<file path="src/logic/st_bus_pkg.sv">
// shared types and map constants; word addresses drop bit 0, I/O offsets are byte offsets in page $ff
`default_nettype none

package st_bus_pkg;

	// bus widths
	localparam int addr_w = 23;
	localparam int data_w = 16;
	localparam int line_w = 64;

	// cpu cycles in a cpu slot without dtack before a bus error
	localparam int berr_limit = 15;

	// autovector bytes returned for the ST autovectored levels
	localparam logic [7:0] vec_vbi = 8'h1c;
	localparam logic [7:0] vec_hbi = 8'h1a;

	// function code of an interrupt acknowledge, and the acknowledged levels on A3..A1
	localparam logic [2:0] fc_iack = 3'b111;
	localparam logic [2:0] lvl_vbi = 3'b100;
	localparam logic [2:0] lvl_hbi = 3'b010;

	// upper address bits of the rom, cartridge, turbo ram and I/O areas
	localparam logic [5:0] tos256_base = 6'b111000;
	localparam logic [6:0] tos192_base = 7'b1111110;
	localparam logic [7:0] tos192_tail = 8'hfe;
	localparam logic [6:0] cart_base = 7'b1111101;
	localparam logic [4:0] turbo_ram_base = 5'b11101;
	localparam logic [7:0] io_page = 8'hff;

	// peripheral windows in the I/O page, base and number of don't-care low bits
	localparam logic [15:0] mmu_base = 16'h8000;
	localparam int mmu_low = 1;
	localparam logic [15:0] video_base = 16'h8200;
	localparam int video_low = 7;
	localparam logic [15:0] dma_base = 16'h8600;
	localparam int dma_low = 4;
	localparam logic [15:0] psg_base = 16'h8800;
	localparam int psg_low = 8;
	localparam logic [15:0] ste_snd_base = 16'h8900;
	localparam int ste_snd_low = 6;
	localparam logic [15:0] blitter_base = 16'h8a00;
	localparam int blitter_low = 8;
	localparam logic [15:0] ste_joy_base = 16'h9200;
	localparam int ste_joy_low = 6;
	localparam logic [15:0] mfp_base = 16'hfa00;
	localparam int mfp_low = 6;
	localparam logic [15:0] acia_base = 16'hfc00;
	localparam int acia_low = 8;

	typedef enum logic [2:0] {
		MEM_512K, MEM_1M, MEM_2M, MEM_4M, MEM_8M, MEM_14M
	} mem_size_t;

	typedef enum logic [2:0] {
		REGION_NONE, REGION_RAM, REGION_ROM, REGION_IO, REGION_IACK
	} region_t;

	typedef enum logic [3:0] {
		PERIPH_NONE, PERIPH_MMU, PERIPH_VIDEO, PERIPH_DMA, PERIPH_PSG,
		PERIPH_BLITTER, PERIPH_STE_SND, PERIPH_MFP, PERIPH_ACIA, PERIPH_STE_JOY
	} periph_t;

	typedef enum logic [1:0] {
		SLOT_VIDEO, SLOT_CPU, SLOT_SPARE, SLOT_TURBO
	} slot_t;

	// active low level as seen on the 68000 ipl pins, ipl0 always high
	typedef enum logic [2:0] {
		IPL_MFP = 3'd1, IPL_VBI = 3'd3, IPL_HBI = 3'd5, IPL_NONE = 3'd7
	} ipl_t;

endpackage

`default_nettype wire
</file>
<file path="src/logic/st_glue_top.sv">
// glue only, no registers added on any path; peripherals and the ram controller sit outside
`default_nettype none
`timescale 1ns/1ps

module st_glue_top (
	input wire clk_8,
	input wire pll_locked,
	// cpu bus
	input wire [st_bus_pkg::addr_w-1:0] cpu_addr,
	input wire [2:0] cpu_fc,
	input wire cpu_as,
	input wire cpu_rw,
	input wire cpu_uds,
	input wire cpu_lds,
	input wire [st_bus_pkg::data_w-1:0] cpu_dout,
	input wire cpu_clr_berr,
	output logic cpu_dtack,
	output logic cpu_berr,
	output logic [st_bus_pkg::data_w-1:0] cpu_din,
	// system configuration
	input wire st_bus_pkg::mem_size_t mem_cfg,
	input wire turbo,
	input wire ste,
	input wire blitter_fitted,
	// interrupt sources
	input wire st_vs,
	input wire st_hs,
	input wire mfp_irq,
	output st_bus_pkg::ipl_t ipl,
	// other bus masters
	input wire [st_bus_pkg::addr_w-1:0] vid_addr,
	input wire vid_read,
	input wire dio_br,
	input wire [st_bus_pkg::addr_w-1:0] dio_addr,
	input wire dio_read,
	input wire dio_write,
	input wire [st_bus_pkg::data_w-1:0] dio_dout,
	input wire blt_br,
	input wire [st_bus_pkg::addr_w-1:0] blt_addr,
	input wire blt_read,
	input wire blt_write,
	input wire [st_bus_pkg::data_w-1:0] blt_dout,
	// ram port and the peripheral read data
	input wire [st_bus_pkg::line_w-1:0] ram_line,
	input wire [st_bus_pkg::data_w-1:0] io_rdata,
	output logic [st_bus_pkg::addr_w-1:0] ram_addr,
	output logic ram_oe,
	output logic ram_wr,
	output logic ram_uds,
	output logic ram_lds,
	output logic [st_bus_pkg::data_w-1:0] ram_din,
	output st_bus_pkg::slot_t slot,
	output st_bus_pkg::periph_t periph
);

	wire st_bus_pkg::region_t region;
	wire cpu_slot;
	wire bus_req;
	wire [7:0] auto_vector;

	// address classification
	addr_decode u_addr_decode (
		.cpu_addr(cpu_addr), .cpu_fc(cpu_fc), .cpu_rw(cpu_rw), .mem_cfg(mem_cfg),
		.turbo(turbo), .ste(ste), .blitter_fitted(blitter_fitted),
		.region(region), .periph(periph)
	);

	irq_ctrl u_irq_ctrl (
		.clk_8(clk_8), .pll_locked(pll_locked), .st_vs(st_vs), .st_hs(st_hs),
		.mfp_irq(mfp_irq), .region(region), .cpu_as(cpu_as), .cpu_addr(cpu_addr),
		.ipl(ipl), .auto_vector(auto_vector)
	);

	// cycle termination
	bus_ack u_bus_ack (
		.clk_8(clk_8), .pll_locked(pll_locked), .cpu_slot(cpu_slot), .bus_req(bus_req),
		.region(region), .periph(periph), .cpu_as(cpu_as), .cpu_clr_berr(cpu_clr_berr),
		.cpu_dtack(cpu_dtack), .cpu_berr(cpu_berr)
	);

	// slots, ram arbitration and cpu read data
	bus_slot_mux u_bus_slot_mux (
		.clk_8(clk_8), .pll_locked(pll_locked), .turbo(turbo), .region(region),
		.cpu_addr(cpu_addr), .cpu_as(cpu_as), .cpu_rw(cpu_rw), .cpu_uds(cpu_uds),
		.cpu_lds(cpu_lds), .cpu_dout(cpu_dout), .vid_addr(vid_addr), .vid_read(vid_read),
		.dio_br(dio_br), .dio_addr(dio_addr), .dio_read(dio_read), .dio_write(dio_write),
		.dio_dout(dio_dout), .blt_br(blt_br), .blt_addr(blt_addr), .blt_read(blt_read),
		.blt_write(blt_write), .blt_dout(blt_dout), .ram_line(ram_line),
		.io_rdata(io_rdata), .auto_vector(auto_vector), .slot(slot), .cpu_slot(cpu_slot),
		.bus_req(bus_req), .ram_addr(ram_addr), .ram_oe(ram_oe), .ram_wr(ram_wr),
		.ram_uds(ram_uds), .ram_lds(ram_lds), .ram_din(ram_din), .cpu_din(cpu_din)
	);

endmodule

`default_nettype wire

</file>
<file path="src/logic/bus_slot_mux.sv">
// four slot bus, turbo adds slot 3 for the cpu; cpu_uds/cpu_lds are active low, ram strobes high
`default_nettype none
`timescale 1ns/1ps

module bus_slot_mux (
	input wire clk_8,
	input wire pll_locked,
	input wire turbo,
	input wire st_bus_pkg::region_t region,
	input wire [st_bus_pkg::addr_w-1:0] cpu_addr,
	input wire cpu_as,
	input wire cpu_rw,
	input wire cpu_uds,
	input wire cpu_lds,
	input wire [st_bus_pkg::data_w-1:0] cpu_dout,
	input wire [st_bus_pkg::addr_w-1:0] vid_addr,
	input wire vid_read,
	input wire dio_br,
	input wire [st_bus_pkg::addr_w-1:0] dio_addr,
	input wire dio_read,
	input wire dio_write,
	input wire [st_bus_pkg::data_w-1:0] dio_dout,
	input wire blt_br,
	input wire [st_bus_pkg::addr_w-1:0] blt_addr,
	input wire blt_read,
	input wire blt_write,
	input wire [st_bus_pkg::data_w-1:0] blt_dout,
	input wire [st_bus_pkg::line_w-1:0] ram_line,
	input wire [st_bus_pkg::data_w-1:0] io_rdata,
	input wire [7:0] auto_vector,
	output st_bus_pkg::slot_t slot,
	output logic cpu_slot,
	output logic bus_req,
	output logic [st_bus_pkg::addr_w-1:0] ram_addr,
	output logic ram_oe,
	output logic ram_wr,
	output logic ram_uds,
	output logic ram_lds,
	output logic [st_bus_pkg::data_w-1:0] ram_din,
	output logic [st_bus_pkg::data_w-1:0] cpu_din
);

	logic video_slot;
	logic cpu_mem;
	logic cpu_oe;
	logic cpu_wr;

	// slot counter, free running from the video slot
	always_ff @(posedge clk_8 or negedge pll_locked) begin
		if (!pll_locked) begin
			slot <= st_bus_pkg::SLOT_VIDEO;
		end else begin
			slot <= st_bus_pkg::slot_t'(slot + 2'd1);
		end
	end

	assign video_slot = (slot == st_bus_pkg::SLOT_VIDEO);
	// the turbo slot only belongs to the cpu when turbo is on
	assign cpu_slot = (slot == st_bus_pkg::SLOT_CPU) ||
		(turbo && (slot == st_bus_pkg::SLOT_TURBO));

	// dma and blitter only ever halt the cpu
	assign bus_req = dio_br || blt_br;

	// cpu reads ram and rom, writes ram only
	assign cpu_mem = (region == st_bus_pkg::REGION_RAM) || (region == st_bus_pkg::REGION_ROM);
	assign cpu_oe = cpu_as && cpu_rw && cpu_mem;
	assign cpu_wr = cpu_as && !cpu_rw && (region == st_bus_pkg::REGION_RAM);

	always_comb begin
		// default is the cpu side, idle in the spare slot
		ram_addr = cpu_addr;
		ram_oe = 1'b0;
		ram_wr = 1'b0;
		ram_uds = !cpu_uds;
		ram_lds = !cpu_lds;
		ram_din = cpu_dout;
		if (video_slot) begin
			// video fetch is read only, full words
			ram_addr = vid_addr;
			ram_oe = vid_read;
			ram_uds = 1'b1;
			ram_lds = 1'b1;
		end else if (dio_br) begin
			// data-io wins over everything in any cpu slot
			ram_addr = dio_addr;
			ram_oe = cpu_slot && dio_read;
			ram_wr = cpu_slot && dio_write;
			ram_uds = 1'b1;
			ram_lds = 1'b1;
			ram_din = dio_dout;
		end else if (blt_br) begin
			ram_addr = blt_addr;
			ram_oe = cpu_slot && blt_read;
			ram_wr = cpu_slot && blt_write;
			ram_uds = 1'b1;
			ram_lds = 1'b1;
			ram_din = blt_dout;
		end else begin
			ram_oe = cpu_slot && cpu_oe;
			ram_wr = cpu_slot && cpu_wr;
		end
	end

	always_comb begin
		if (region == st_bus_pkg::REGION_IACK) begin
			// vector byte on d7..d0
			cpu_din = {8'h00, auto_vector};
		end else if (cpu_mem) begin
			// word out of the 64 bit line, picked by A2..A1
			cpu_din = ram_line[{cpu_addr[1:0], 4'b0000} +: st_bus_pkg::data_w];
		end else begin
			cpu_din = io_rdata;
		end
	end

	// a master never reads and writes the ram in the same slot
	a_oe_wr_excl: assert property (@(posedge clk_8) disable iff (!pll_locked)
		!(ram_oe && ram_wr));

endmodule

`default_nettype wire

</file>
<file path="src/logic/bus_ack.sv">
// dtack is combinational; a timed out cycle stays in bus error until the cpu clears it
`default_nettype none
`timescale 1ns/1ps

module bus_ack (
	input wire clk_8,
	input wire pll_locked,
	input wire cpu_slot,
	input wire bus_req,
	input wire st_bus_pkg::region_t region,
	input wire st_bus_pkg::periph_t periph,
	input wire cpu_as,
	input wire cpu_clr_berr,
	output logic cpu_dtack,
	output logic cpu_berr
);

	localparam int cnt_w = $clog2(st_bus_pkg::berr_limit + 1);

	logic mapped;
	logic [cnt_w-1:0] timeout;

	// memory, iack and any present peripheral answer
	assign mapped = (region == st_bus_pkg::REGION_RAM) ||
		(region == st_bus_pkg::REGION_ROM) ||
		(region == st_bus_pkg::REGION_IACK) ||
		((region == st_bus_pkg::REGION_IO) && (periph != st_bus_pkg::PERIPH_NONE));

	// another master holds the cpu off by withholding dtack
	assign cpu_dtack = cpu_as && cpu_slot && !bus_req && mapped;

	always_ff @(posedge clk_8 or negedge pll_locked) begin
		if (!pll_locked) begin
			timeout <= '0;
		end else if (cpu_clr_berr) begin
			timeout <= '0;
		end else if (cpu_slot && cpu_as) begin
			// an acknowledged or stolen cycle restarts the count
			if (cpu_dtack || bus_req)
				timeout <= '0;
			else if (timeout != cnt_w'(st_bus_pkg::berr_limit))
				timeout <= timeout + 1'b1;
		end
	end

	assign cpu_berr = (timeout == cnt_w'(st_bus_pkg::berr_limit));

	// a bus error only follows a cpu slot that went unanswered
	a_berr_cause: assert property (@(posedge clk_8) disable iff (!pll_locked)
		$rose(cpu_berr) |-> $past(cpu_slot && cpu_as && !cpu_dtack && !bus_req));

endmodule

`default_nettype wire

</file>
<file path="src/logic/irq_ctrl.sv">
// sync inputs need no extra synchroniser; only levels 4 and 2 are autovectored here, mfp has its own
`default_nettype none
`timescale 1ns/1ps

module irq_ctrl (
	input wire clk_8,
	input wire pll_locked,
	input wire st_vs,
	input wire st_hs,
	input wire mfp_irq,
	input wire st_bus_pkg::region_t region,
	input wire cpu_as,
	input wire [st_bus_pkg::addr_w-1:0] cpu_addr,
	output st_bus_pkg::ipl_t ipl,
	output logic [7:0] auto_vector
);

	logic vs_d1;
	logic vs_d2;
	logic hs_d1;
	logic hs_d2;
	logic vbi;
	logic hbi;
	logic iack_cycle;
	logic vbi_ack;
	logic hbi_ack;

	// acknowledged level sits on A3..A1
	assign iack_cycle = cpu_as && (region == st_bus_pkg::REGION_IACK);
	assign vbi_ack = iack_cycle && (cpu_addr[2:0] == st_bus_pkg::lvl_vbi);
	assign hbi_ack = iack_cycle && (cpu_addr[2:0] == st_bus_pkg::lvl_hbi);

	always_ff @(posedge clk_8 or negedge pll_locked) begin
		if (!pll_locked) begin
			vs_d1 <= 1'b0;
			vs_d2 <= 1'b0;
			hs_d1 <= 1'b0;
			hs_d2 <= 1'b0;
			vbi <= 1'b0;
			hbi <= 1'b0;
		end else begin
			vs_d1 <= st_vs;
			vs_d2 <= vs_d1;
			hs_d1 <= st_hs;
			hs_d2 <= hs_d1;
			// acknowledge beats a new edge in the same cycle
			if (vbi_ack)
				vbi <= 1'b0;
			else if (vs_d1 && !vs_d2)
				vbi <= 1'b1;
			if (hbi_ack)
				hbi <= 1'b0;
			else if (hs_d1 && !hs_d2)
				hbi <= 1'b1;
		end
	end

	// mfp at level 6 over vbi at 4 over hbi at 2
	always_ff @(posedge clk_8 or negedge pll_locked) begin
		if (!pll_locked) begin
			ipl <= st_bus_pkg::IPL_NONE;
		end else if (mfp_irq) begin
			ipl <= st_bus_pkg::IPL_MFP;
		end else if (vbi) begin
			ipl <= st_bus_pkg::IPL_VBI;
		end else if (hbi) begin
			ipl <= st_bus_pkg::IPL_HBI;
		end else begin
			ipl <= st_bus_pkg::IPL_NONE;
		end
	end

	// vector byte in the same cycle as the acknowledge
	always_comb begin
		auto_vector = 8'h00;
		if (vbi_ack)
			auto_vector = st_bus_pkg::vec_vbi;
		else if (hbi_ack)
			auto_vector = st_bus_pkg::vec_hbi;
	end

endmodule

`default_nettype wire

</file>
<file path="src/logic/addr_decode.sv">
// purely combinational map; rom is read only, peripheral selects exist only in the $ff I/O page
`default_nettype none
`timescale 1ns/1ps

module addr_decode (
	input wire [st_bus_pkg::addr_w-1:0] cpu_addr,
	input wire [2:0] cpu_fc,
	input wire cpu_rw,
	input wire st_bus_pkg::mem_size_t mem_cfg,
	input wire turbo,
	input wire ste,
	input wire blitter_fitted,
	output st_bus_pkg::region_t region,
	output st_bus_pkg::periph_t periph
);

	logic iack;
	logic low_rom;
	logic ram_hit;
	logic rom_hit;
	logic io_hit;
	logic [15:0] io_off;
	st_bus_pkg::periph_t io_periph;

	// true when the offset lies in the window at base with low don't-care bits
	function automatic logic in_window(input logic [15:0] off, input logic [15:0] base,
		input int low);
		return (off >> low) == (base >> low);
	endfunction

	assign iack = (cpu_fc == st_bus_pkg::fc_iack);

	// reset vectors come from rom at $000000..$000007
	assign low_rom = (cpu_addr[22:2] == 21'd0);

	// 4 MB always, 8 MB and 14 MB by config, 512k at $e80000 in turbo mode
	assign ram_hit = (cpu_addr[22:21] == 2'b00) ||
		((cpu_addr[22:21] == 2'b01) &&
			((mem_cfg == st_bus_pkg::MEM_8M) || (mem_cfg == st_bus_pkg::MEM_14M))) ||
		(((cpu_addr[22:21] == 2'b10) || (cpu_addr[22:20] == 3'b110)) &&
			(mem_cfg == st_bus_pkg::MEM_14M)) ||
		(turbo && (cpu_addr[22:18] == st_bus_pkg::turbo_ram_base));

	// tos 256k, tos 192k and the cartridge port
	assign rom_hit = (cpu_addr[22:17] == st_bus_pkg::tos256_base) ||
		(cpu_addr[22:16] == st_bus_pkg::tos192_base) ||
		(cpu_addr[22:15] == st_bus_pkg::tos192_tail) ||
		(cpu_addr[22:16] == st_bus_pkg::cart_base);

	assign io_hit = (cpu_addr[22:15] == st_bus_pkg::io_page);

	always_comb begin
		if (iack) begin
			region = st_bus_pkg::REGION_IACK;
		end else if (low_rom || (!ram_hit && rom_hit)) begin
			// rom writes stay unmapped and time out
			region = cpu_rw ? st_bus_pkg::REGION_ROM : st_bus_pkg::REGION_NONE;
		end else if (ram_hit) begin
			region = st_bus_pkg::REGION_RAM;
		end else if (io_hit) begin
			region = st_bus_pkg::REGION_IO;
		end else begin
			region = st_bus_pkg::REGION_NONE;
		end
	end

	// byte offset inside the I/O page
	assign io_off = {cpu_addr[14:0], 1'b0};

	always_comb begin
		io_periph = st_bus_pkg::PERIPH_NONE;
		if (in_window(io_off, st_bus_pkg::mmu_base, st_bus_pkg::mmu_low))
			io_periph = st_bus_pkg::PERIPH_MMU;
		else if (in_window(io_off, st_bus_pkg::video_base, st_bus_pkg::video_low))
			io_periph = st_bus_pkg::PERIPH_VIDEO;
		else if (in_window(io_off, st_bus_pkg::dma_base, st_bus_pkg::dma_low))
			io_periph = st_bus_pkg::PERIPH_DMA;
		else if (in_window(io_off, st_bus_pkg::psg_base, st_bus_pkg::psg_low))
			io_periph = st_bus_pkg::PERIPH_PSG;
		// the ste always has a blitter
		else if ((blitter_fitted || ste) &&
			in_window(io_off, st_bus_pkg::blitter_base, st_bus_pkg::blitter_low))
			io_periph = st_bus_pkg::PERIPH_BLITTER;
		else if (ste && in_window(io_off, st_bus_pkg::ste_snd_base, st_bus_pkg::ste_snd_low))
			io_periph = st_bus_pkg::PERIPH_STE_SND;
		else if (ste && in_window(io_off, st_bus_pkg::ste_joy_base, st_bus_pkg::ste_joy_low))
			io_periph = st_bus_pkg::PERIPH_STE_JOY;
		else if (in_window(io_off, st_bus_pkg::mfp_base, st_bus_pkg::mfp_low))
			io_periph = st_bus_pkg::PERIPH_MFP;
		else if (in_window(io_off, st_bus_pkg::acia_base, st_bus_pkg::acia_low))
			io_periph = st_bus_pkg::PERIPH_ACIA;
	end

	// an iack cycle on page $ff selects nothing
	assign periph = (region == st_bus_pkg::REGION_IO) ? io_periph : st_bus_pkg::PERIPH_NONE;

endmodule

`default_nettype wire

</file>
<file path="config.mk">
export PLATFORM = sky130hd
export DESIGN_NAME = st_glue_top
export DESIGN_NICKNAME = d
export VERILOG_FILES = /design/src/logic/st_bus_pkg.sv /design/src/logic/st_glue_top.sv /design/src/logic/bus_slot_mux.sv /design/src/logic/bus_ack.sv /design/src/logic/irq_ctrl.sv /design/src/logic/addr_decode.sv
export SDC_FILE = /design/constraint.sdc
export NUM_CORES = 1
export LEC_CHECK = 0
export BUFFER_PORTS_ARGS = -buffer_cell sky130_fd_sc_hd__buf_2
export CAP_MARGIN = 20
export CORE_AREA = 2 2 121 123
export DETAILED_ROUTE_END_ITERATION = 10
export DIE_AREA = 0 0 123 125
export PLACE_DENSITY = 0.55
export SLEW_MARGIN = 20
export SYNTH_ARGS = -nofsm -noshare
export SYNTH_HDL_FRONTEND = slang
export SYNTH_SLANG_ARGS = --single-unit
export TNS_END_PERCENT = 100
</file>
<file path="constraint.sdc">
create_clock -name clk_8 -period 3.9 [get_ports clk_8]
set_clock_uncertainty 0.1 [all_clocks]
set_input_delay 0.78 -clock clk_8 [delete_from_list [all_inputs] [get_ports clk_8]]
set_output_delay 0.78 -clock clk_8 [all_outputs]
set_load 0.1 [all_outputs]
</file>
# Yosys cells after proc, flatten, opt, wreduce, memory -nomap -nowiden
# Index checks and enable logic that the tools add are counted.
# word_totals
reg_bits	15
in_bits	246
wordCells	150
# op_classes
n_addsub	2
n_eq_ne	31
shift	1
n_mux	48
n_reduce_logical	59
# op_table
op	count
two-way mux 16 bit	5
two-way mux 23 bit	3
indexed part select 64 x 7 -> 16 bit	1
two-way mux 4 bit	14
equality test 8 bit (second input constant)	5
equality test 10 bit (second input constant)	3
logical AND 1 bit	27
logical NOT 21 bit	1
equality test 3 bit (second input constant)	6
logical OR 1 bit	16
two-way mux 1 bit	16
equality test 15 bit (second input constant)	1
equality test 7 bit (second input constant)	2
equality test 12 bit (second input constant)	1
two-way mux 3 bit	4
equality test 3 x 2 -> 1 bit (second input constant)	3
equality test 9 bit (second input constant)	1
two-way mux 2 bit	4
two-way mux 8 bit	1
logical NOT 1 bit	7
equality test 6 bit (second input constant)	1
nonzero test 2 bit	3
equality test 5 bit (second input constant)	1
two-way mux 5 bit	1
other kinds (11)	14

# Longest topological paths before layout
# Gate-level depths: netlist of run 1.
# logic_depth
depth_word	21
ltp_mapped	8
mapped_depth_nobuf	8

# Hierarchy
# A second synthesis of run 1 with hierarchy kept.
# hier_totals
cells_unflattened	526
area_unflattened_um2	3549.7
# by_module_without_submodules
module	n_inst	cells_each	area_per_inst_um2	seq_area_each_um2
bus_slot_mux	1	405	2528.7	50.0
addr_decode	1	57	375.4	0.0
irq_ctrl	1	30	366.6	202.7
bus_ack	1	34	279.0	100.1

# Worst setup path before layout of run 1
# OpenSTA, ideal clock, no wires.
# synth_timing
path_type	register to output
startpoint	reg u_bus_slot_mux.slot[0]
endpoint	out ram_din[10] (netlist name)
t_arrival_ns	4.160
t_required_ns	3.020
setup_slack_ns	-1.140
path_stages_with_launch	8
path_cell_list	dfrtp_1 -> inv_1 -> ha_1 -> nor2b_1 -> clkbuf_1 -> clkbuf_1 -> a21oi_1 -> o21ai_0
# synth_between
elab_chain_len	2
# synth_lines
element	line	rtl
start, declared	bus_slot_mux.sv:31	output st_bus_pkg::slot_t slot,
start signal, assigned	bus_slot_mux.sv:51	slot <= st_bus_pkg::SLOT_VIDEO;
start signal, assigned	bus_slot_mux.sv:53	slot <= st_bus_pkg::slot_t'(slot + 2'd1);
logical NOT 2 bit	bus_slot_mux.sv:57	assign video_slot = (slot == st_bus_pkg::SLOT_VIDEO);
two-way mux 16 bit	bus_slot_mux.sv:78	if (video_slot) begin
end, declared	st_glue_top.sv:51	output logic [st_bus_pkg::data_w-1:0] ram_din,
# Every way passes these cells.

# Worst setup path after layout of run 1
# layout_timing
startpoint	in cpu_addr[13] (netlist name)
endpoint	out ram_oe
# layout_between
elab_chain_len	11
# layout_lines
element	line	rtl
start, declared	st_glue_top.sv:9	input wire [st_bus_pkg::addr_w-1:0] cpu_addr,
logical NOT 21 bit (*)	addr_decode.sv:34	assign low_rom = (cpu_addr[22:2] == 21'd0);
logical OR 1 bit (*)	addr_decode.sv:55	end else if (low_rom || (!ram_hit && rom_hit)) begin
two-way mux 3 bit (*)	addr_decode.sv:55	
two-way mux 3 bit (*)	addr_decode.sv:53	if (iack) begin
equality test 3 x 1 -> 1 bit or equality test 3 x 2 -> 1 bit (tied branches)	bus_slot_mux.sv:66	assign cpu_mem = (region == st_bus_pkg::REGION_RAM) || (region == st_bus_pkg::REGION_ROM);
logical OR 1 bit (*)	bus_slot_mux.sv:66	
logical AND 1 bit (*)	bus_slot_mux.sv:67	assign cpu_oe = cpu_as && cpu_rw && cpu_mem;
logical AND 1 bit (*)	bus_slot_mux.sv:100	ram_oe = cpu_slot && cpu_oe;
two-way mux 1 bit (*)	bus_slot_mux.sv:92	end else if (blt_br) begin
two-way mux 1 bit (*)	bus_slot_mux.sv:84	end else if (dio_br) begin
two-way mux 1 bit (*)	bus_slot_mux.sv:78	
end, declared	st_glue_top.sv:47	output logic ram_oe,
# Mark *: on every way between the ends. The rest lies on a longest branch, timed or not.

==> results.ini, run 1 <==
[detailed_routing]
post_drt_via_cell_ratio=4.72
post_route_antenna_net_violation_count=0
totalWireLength_um=14800
drt-wirelength-per-cell_um=16.7
route.met2.wl_um=6990
met3RoutedLength_um=1010
drt_pre_antenna_iters=5
drcViolationCount=0
drt_first_iter_violations=229
num_vias=4183
route.top_layer_used=met4
met1Wirelength_um=6500

[power]
leakage_uw=0.00277
total_power_uw=1440
power.ir.vdd_worst_mv=0.259
power.density_mw_per_mm2=251

[finish]
area_growth_syn_to_layout_pct=96.3
most_frequent_standard_cell_in_the_layout_excluding_fill_and_tap_cells=buf_2
utilization_pct=40.3
layout-drive-gt1-share_pct=60.5
nets=952
layoutNonFillerInstCount=887
commonest_cells_after_routing_fill_and_taps_aside=buf_2 (275), a21oi_1 (50), buf_12 (43)

[clocking]
cts.hold.buffers_added=0
worstSkewPairLatency_ps=240
cts_htree_levels=1
clock-sinks=14
cts_buffers=3
cts-root-buf=clkbuf_16
cts_max_path_buffers=2
path_clk_slew_ps=40
tritoncts=built

[sta]
tightest_slew_ps=589
hold_viol=0
timing_max_transition_violations_final=0
slew_headroom_pct=60.7
rsz0062_at_grt=yes
fin_setup_tns_ps=0
timing.final.crit_share_pct=98.1
post-route-min-period_ps=3820
finalSetupViolCount=0
clock.fmax_ghz=0.261

[logic_synthesis]
synthDominantCellAreaShare_pct=13.7
avgSynthCellArea_sq_um=7.27
synth_area_leaders=mux2i_1 (14%), mux4_2 (12%), dfrtp_1 (10%)
synthesis.instances=401
synth_enable_flop_cells=0
yosysWarningCount=0
ys.flop_type=dfrtp_1
netlist_area_sq_mm=0.00292
syn_nets=651
async_flop_share_pct=100
synth_sequential_area_ratio_pct=12.1
synth.ff_latch_count=14
cell_taking_the_most_area_after_synthesis=mux2i_1
post_synth_num_cell_types=57

[global_routing]
grt_pass1_wl_um=22000
antenna_found_initial=2
number_of_global_route_vias_before_repair=3958
pin_count_of_the_biggest_net_entering_global_routing=59
grtUsageTotal_pct=18.1
grt_remaining_overflow=0

[die]
core_region_area_sq_mm=0.0142
fp.dieH_um=125
floorplan.initialDensity_pct=20.5
io_pins=316
die_x_um=123
rows=44
floorplan.die_area_sq_mm=0.0154

[worst_setup_path]
cp_data_required_time_ps=3020
cp.arrival_ps=2940
crit_path_end_kind=primary output
reg2reg_setup_slack_ps=1890
crit_path_category=primary input to primary output
worstSetupStartpoint=cpu_addr[13]
setup.worst_path.start_class=primary input
crit_fanout=17
cp-endpoint=ram_oe
timing.rr.end=u_bus_ack.timeout[0]
regToRegStartpoint=u_bus_slot_mux.slot[0]
number_of_cells_on_the_worst_reg_to_reg_path=7

[place]
post-place-cells=881
dp_hpwl_um=12900
placement.io_buffers=314
gpl.final_weighted_congestion=0.870

[outcome]
outcome=complete, no violations

[worst_hold_path]
min_delay_path_class=flip-flop to flip-flop
hold_path.startpoint=u_irq_ctrl.vs_d1
timing.hold.worst_path_depth=0

[job]
maxCapViolations=0

-- cells in the mapped netlist, types with 2 or more instances --
cell	count
a21oi_1	52
a22o_1	2
a22oi_1	17
and3_1	3
buf_1	5
buf_2	2
clkbuf_1	22
dfrtp_1	12
dfstp_2	2
ha_1	4
inv_1	7
mux2i_1	40
mux4_2	16
nand2_1	38
nand2b_1	5
nand3_1	5
nand3b_1	2
nand4_1	2
nor2_1	50
nor2_2	2
nor2b_1	20
nor3_1	8
nor3b_1	2
nor4_1	4
o2111ai_1	2
o21ai_0	43
o21ai_1	2
o21bai_1	2
or4_1	2
-- worst max-delay path: stages --
cell and delay [ps]:
buf_2 100, or4_1 560, nand4b_4 220, o22ai_4 240, and2_4 200, o21ai_4 60, buf_12 170, o31ai_2 220
a22o_2 200, buf_12 170
-- metal layers --
metal  vias to the layer above  GRT usage, %
met5                         -             0
met4                         0          3.34
li1                       2101             -
met3                        26          2.74
met1                      1886          25.1
met2                       170          29.7
-- per-stage QoR --
| stage | worst slack, ps | cell area (sq um) | hold slack (ps) |
|---|---|---|---|
| CTS | 3.02 | 5710 | 285 |
| global placement | 28.0 | 5610 | 264 |
| finish | 75.8 | 5720 | 283 |
| detailed placement | -32.1 | 5610 | 263 |
| floorplan | -387 | 3220 | 254 |
| global route | -3.12 | 5720 | 301 |
-- final cells by class --
class                           count  area, sq um
Tap cell                          184          230
Antenna cell                        2         5.00
Timing Repair Buffer              328         2310
Clock buffer                        4         88.8
Sequential cell                    14          353
Inverter                            7         26.3
Multi-Input combinational cell    348         2710
Fill cell                        1452         8480
-- flip-flops by register name, summed over array words and instances, names as in the netlist --
| name | count |
|---|---|
| u_irq_ctrl.vbi | 1 |
| u_bus_ack.timeout | 4 |
| u_irq_ctrl.hbi | 1 |
| u_irq_ctrl.hs_d1 | 1 |
| u_irq_ctrl.ipl | 2 |
| u_irq_ctrl.hs_d2 | 1 |
| u_irq_ctrl.vs_d2 | 1 |
| u_bus_slot_mux.slot | 2 |
| u_irq_ctrl.vs_d1 | 1 |
-- logic make-up (layout without fill, tap and decap cells) --
family,after synthesis,in the layout,synth area share (%)
AND/OR/NAND/NOR,153,153,26.6
AO/OA/AOI/OAI,133,133,26.9
multiplexers,57,57,26.5
buffers and inverters,39,339,6.13
flip-flops,14,14,12.1
adder cells (fa/ha/maj),4,4,1.72
other,1,3,0.129
-- worst min-delay path by stage --
| stage | endpoint |
|---|---|
| final | u_irq_ctrl.vs_d2 |
| after global routing | u_irq_ctrl.vs_d2 |
| after CTS | u_irq_ctrl.ipl[2] |
| after detailed placement | u_irq_ctrl.vs_d2 |
| after global placement | u_irq_ctrl.vs_d2 |
| after floorplan | u_irq_ctrl.hs_d2 |
-- report_power, final --
part / total, uW / internal, uW / switching (uW)
registers: 151 / 150 / 1.46
clock network: 209 / 155 / 53.8
logic: 1080 / 380 / 697
total: 1440 / 685 / 752
-- timing repair --
item	in CTS	in global routing
setup endpoints to repair	1	2
setup buffers	0	0
gates resized for setup	1	4
pin swaps	1	0
No activity file was read; power rests on OpenSTA's default activity.
==> inputs of run 2 (changes only) <==
--- a/config.mk
+++ b/config.mk
@@ -5,12 +5,13 @@
 export SDC_FILE = /design/constraint.sdc
 export NUM_CORES = 1
 export LEC_CHECK = 0
+export ABC_AREA = 1
 export BUFFER_PORTS_ARGS = -buffer_cell sky130_fd_sc_hd__buf_2
 export CAP_MARGIN = 20
-export CORE_AREA = 2 2 121 123
+export CORE_AREA = 2 2 124 126
 export DETAILED_ROUTE_END_ITERATION = 10
-export DIE_AREA = 0 0 123 125
-export PLACE_DENSITY = 0.55
+export DIE_AREA = 0 0 126 128
+export PLACE_DENSITY = 0.53
 export SLEW_MARGIN = 20
 export SYNTH_ARGS = -nofsm -noshare
 export SYNTH_HDL_FRONTEND = slang
==> run 2 against run 1 <==
First-iteration DRC count rose by 17%. Wire length rose by 14%. Critical path depth rose by 5.
==> results.ini, run 2 <==
[worst_setup_path]
worstSetupStartpoint=cpu_addr[9]
cp-endpoint=ram_oe
cp_data_required_time_ps=3020  ; about the same
reg2reg_setup_slack_ps=2220  ; +330 ps
cp_common_cell=nand2_1
timing.rr.end=u_bus_ack.timeout[0]
crit_chain=buf_2 > nor2_2 > nand3_1 > nor2_1 > nand3_1 > nand2_1 > nand2_1 > nand2_1 > nand2_2 > nand2_2 > buf_4 > nand4_1 > a31oi_1 > a21o_1 > buf_12
cp.arrival_ps=2750  ; -190 ps
timing.critical_path.slowest_stage_cell=buf_4
crit_fanout=21  ; +4
setup.worst_path.start_class=primary input
critical_path.max_stage_delay_ps=260  ; -300 ps
crit_path_end_kind=primary output
number_of_cells_on_the_worst_reg_to_reg_path=10  ; +3
regToRegStartpoint=u_bus_slot_mux.slot[0]
crit_path_category=primary input to primary output

[power]
total_power_uw=1440  ; -0.12%
power_switching_uw=786  ; +4.5%
leakage_uw=0.00288  ; +4.1%
intPower_uw=650  ; -5.2%
combinationalPowerShare_pct=74.7  ; -0.3 points
power.ir.vdd_worst_mv=0.201  ; -22%
power.density_mw_per_mm2=262  ; +4.5%
power_frac_clock_pct=14.6  ; about the same
netSwitchingFraction_pct=54.8  ; +2.4 points
p_seq_share_pct=10.7  ; +0.2 points

[clocking]
cts.hold.buffers_added=0  ; unchanged
cts_htree_levels=1  ; unchanged
clock-sinks=14  ; unchanged
worstSkewPairLatency_ps=240  ; about the same
cts_setup_buffers=0  ; unchanged
post_cts.resized_instances=0  ; -1
cts-root-buf=clkbuf_16
cts_max_path_buffers=2  ; unchanged
cts_buffers=3  ; unchanged
path_clk_slew_ps=40  ; about the same
tritoncts=built

[logic_synthesis]
yosys-top-cells-count=nand2_1 (84), a21oi_1 (83), inv_1 (65)
netlist_area_sq_mm=0.00291  ; -0.21%
synthesis.instances=523  ; +30%
synth_sequential_area_ratio_pct=12.1  ; +0.026 points
async_flop_share_pct=100  ; unchanged
avgSynthCellArea_sq_um=5.56  ; -23%
cell_taking_the_most_area_after_synthesis=a21oi_1
synth_area_leaders=a21oi_1 (14%), nand2_1 (11%), dfrtp_1 (10%)
synth_enable_flop_cells=0  ; unchanged
yosysWarningCount=0  ; unchanged
syn_nets=773  ; +19%
synthMostInstantiatedCell=nand2_1
ys.flop_type=dfrtp_1
synthDominantCellAreaShare_pct=14.3  ; +0.55 points
post_synth_num_cell_types=35  ; -39%
synth.ff_latch_count=14  ; unchanged

[finish]
fillerInstances=1689  ; +16%
layout-drive-gt1-share_pct=46.2  ; -14 points
regMostFlops=u_bus_ack.timeout
most_frequent_standard_cell_in_the_layout_excluding_fill_and_tap_cells=buf_2
area_growth_syn_to_layout_pct=88.0
nets=1076  ; +13%
seq_area_sq_um=353  ; unchanged
top_regs=u_bus_ack.timeout x4, u_bus_slot_mux.slot x2, u_irq_ctrl.ipl x2
area_of_the_multi_input_gates_sq_mm=0.00225  ; -17%
num_antenna_cells=0  ; -2
largest_reg_flops=4  ; unchanged
commonest_cells_after_routing_fill_and_taps_aside=buf_2 (276), nand2_1 (84), a21oi_1 (66), inv_1 (65), nor2_1 (55)

[worst_hold_path]
min_delay_path_class=flip-flop to flip-flop
timing.hold.worst_path_depth=0  ; unchanged

[detailed_routing]
totalWireLength_um=16800  ; +14%
drcViolationCount=0  ; unchanged
drt-wirelength-per-cell_um=16.6  ; -0.46%
post_drt_via_cell_ratio=4.85  ; +2.9%
drt_first_iter_violations=269  ; +17%
post_route_antenna_net_violation_count=0  ; unchanged
drt_pre_antenna_iters=5  ; unchanged
num_vias=4917  ; +18%

[die]
rows=45  ; +2.3%
core_region_area_sq_mm=0.0149  ; +4.7%
die_x_um=126  ; +2.4%
floorplan.initialDensity_pct=19.6  ; -0.95 points
fp.dieH_um=128  ; +2.4%
io_pins=316  ; unchanged
floorplan.die_area_sq_mm=0.0161  ; +4.9%

[global_routing]
number_of_global_route_vias_before_repair=4652  ; +18%
grt_pass1_wl_um=25100  ; +14%
grt_remaining_overflow=0  ; unchanged
antenna_found_initial=0  ; -2
pin_count_of_the_biggest_net_entering_global_routing=40  ; -32%
grtUsageTotal_pct=19.3  ; +1.3 points

[place]
preCtsSetupSlack_ps=288  ; +320 ps
dp_hpwl_um=14000  ; +8.0%
gpl.final_weighted_congestion=0.935  ; +7.5%
placement.io_buffers=314  ; unchanged

[sta]
hold_viol=0  ; unchanged
rsz0062_at_grt=no
fin_setup_tns_ps=0  ; unchanged
timing.final.crit_share_pct=93.1  ; -5.0 points
tightest_slew_ps=733  ; +144 ps
post-route-min-period_ps=3630  ; -194 ps
timing_max_transition_violations_final=0  ; unchanged
clock.fmax_ghz=0.275  ; +5.3%
finalSetupViolCount=0  ; unchanged
worst_hold_margin_ps=279  ; -3.18 ps
slew_headroom_pct=51.1  ; -9.6 points
finalWorstSetupSlack_ps=270  ; +194 ps

[job]
maxCapViolations=0  ; unchanged

[outcome]
outcome=complete, no violations

==> run 2: changes by cell type in the layout (fill, tap and decap cells not counted), moves of 16 or more <==
cell,change
mux2i_1,-38
o21ai_2,-32
nor2_1,+18
o21ai_0,+29
o22ai_1,+16
o211ai_1,+19
mux4_2,-16
nand3_1,+23
inv_1,+58
a21oi_1,+16
o221ai_1,+16
nand2_1,+46
nor2b_1,-20
==> run 2: logic make-up after synthesis <==
group | after synthesis | share of synthesized area (%)
xor+xnor | 1 | 0.301
buf+inv | 102 | 13.5
compound gates | 196 | 40.9
flops | 14 | 12.1
fa+ha+maj | 4 | 1.72
simple gates | 205 | 31.4
other cells | 1 | 0.129
==> run 2: final cells by class <==
class | count | share of cell area [%]
clock buffers | 4 | 1.62
inverters | 71 | 4.87
multi-input cells | 407 | 41.1
flip-flops and latches | 14 | 6.45
well taps | 188 | 4.30
repair buffers | 329 | 41.7
==> run 2: per-stage QoR <==
stage / instance area, sq um / utilization, % / cells
finish: 5470 / 36.8 / 1013
global placement: 5380 / 36.2 / 1009
global route: 5470 / 36.8 / 1013
detailed placement: 5380 / 36.2 / 1009
CTS: 5470 / 36.8 / 1013
floorplan: 2990 / - / 523
==> run 2: worst min path at each step <==
stage                          start                to  slack [ps]
global placement    u_irq_ctrl.vs_d1  u_irq_ctrl.vs_d2         260
finish              u_irq_ctrl.hs_d1  u_irq_ctrl.hs_d2         280
global route        u_irq_ctrl.hs_d1  u_irq_ctrl.hs_d2         310
detailed placement  u_irq_ctrl.vs_d1  u_irq_ctrl.vs_d2         260
CTS                 u_irq_ctrl.hs_d1  u_irq_ctrl.hs_d2         280
floorplan           u_irq_ctrl.hs_d1  u_irq_ctrl.hs_d2         250
==> run 2: power by group through the flow <==
stage          combinational, uW  clock [uW]  sequential [uW]
3_3_place_gp                1070           0              155
4_1_cts                     1080         215              153
3_5_place_dp                1070           0              155
2_1_floorplan                665           0              161
6_report                    1070         210              153
5_1_grt                     1120         220              154
==> run 2: worst max-delay path: cells and delay by family <==
family | cells | cell delay (ps)
AOI/OAI and AO/OA | 2 | 300
buffers and inverters | 3 | 570
and+or+nand+nor | 10 | 1100
==> run 2: metal layers <==
layer,global-route usage (%),vias to the layer above,routed length (um)
li1,-,2435,-
met2,34.0,216,8450
met5,0,-,0
met1,26.2,2250,7240
met4,2.00,0,146
met3,2.46,16,997
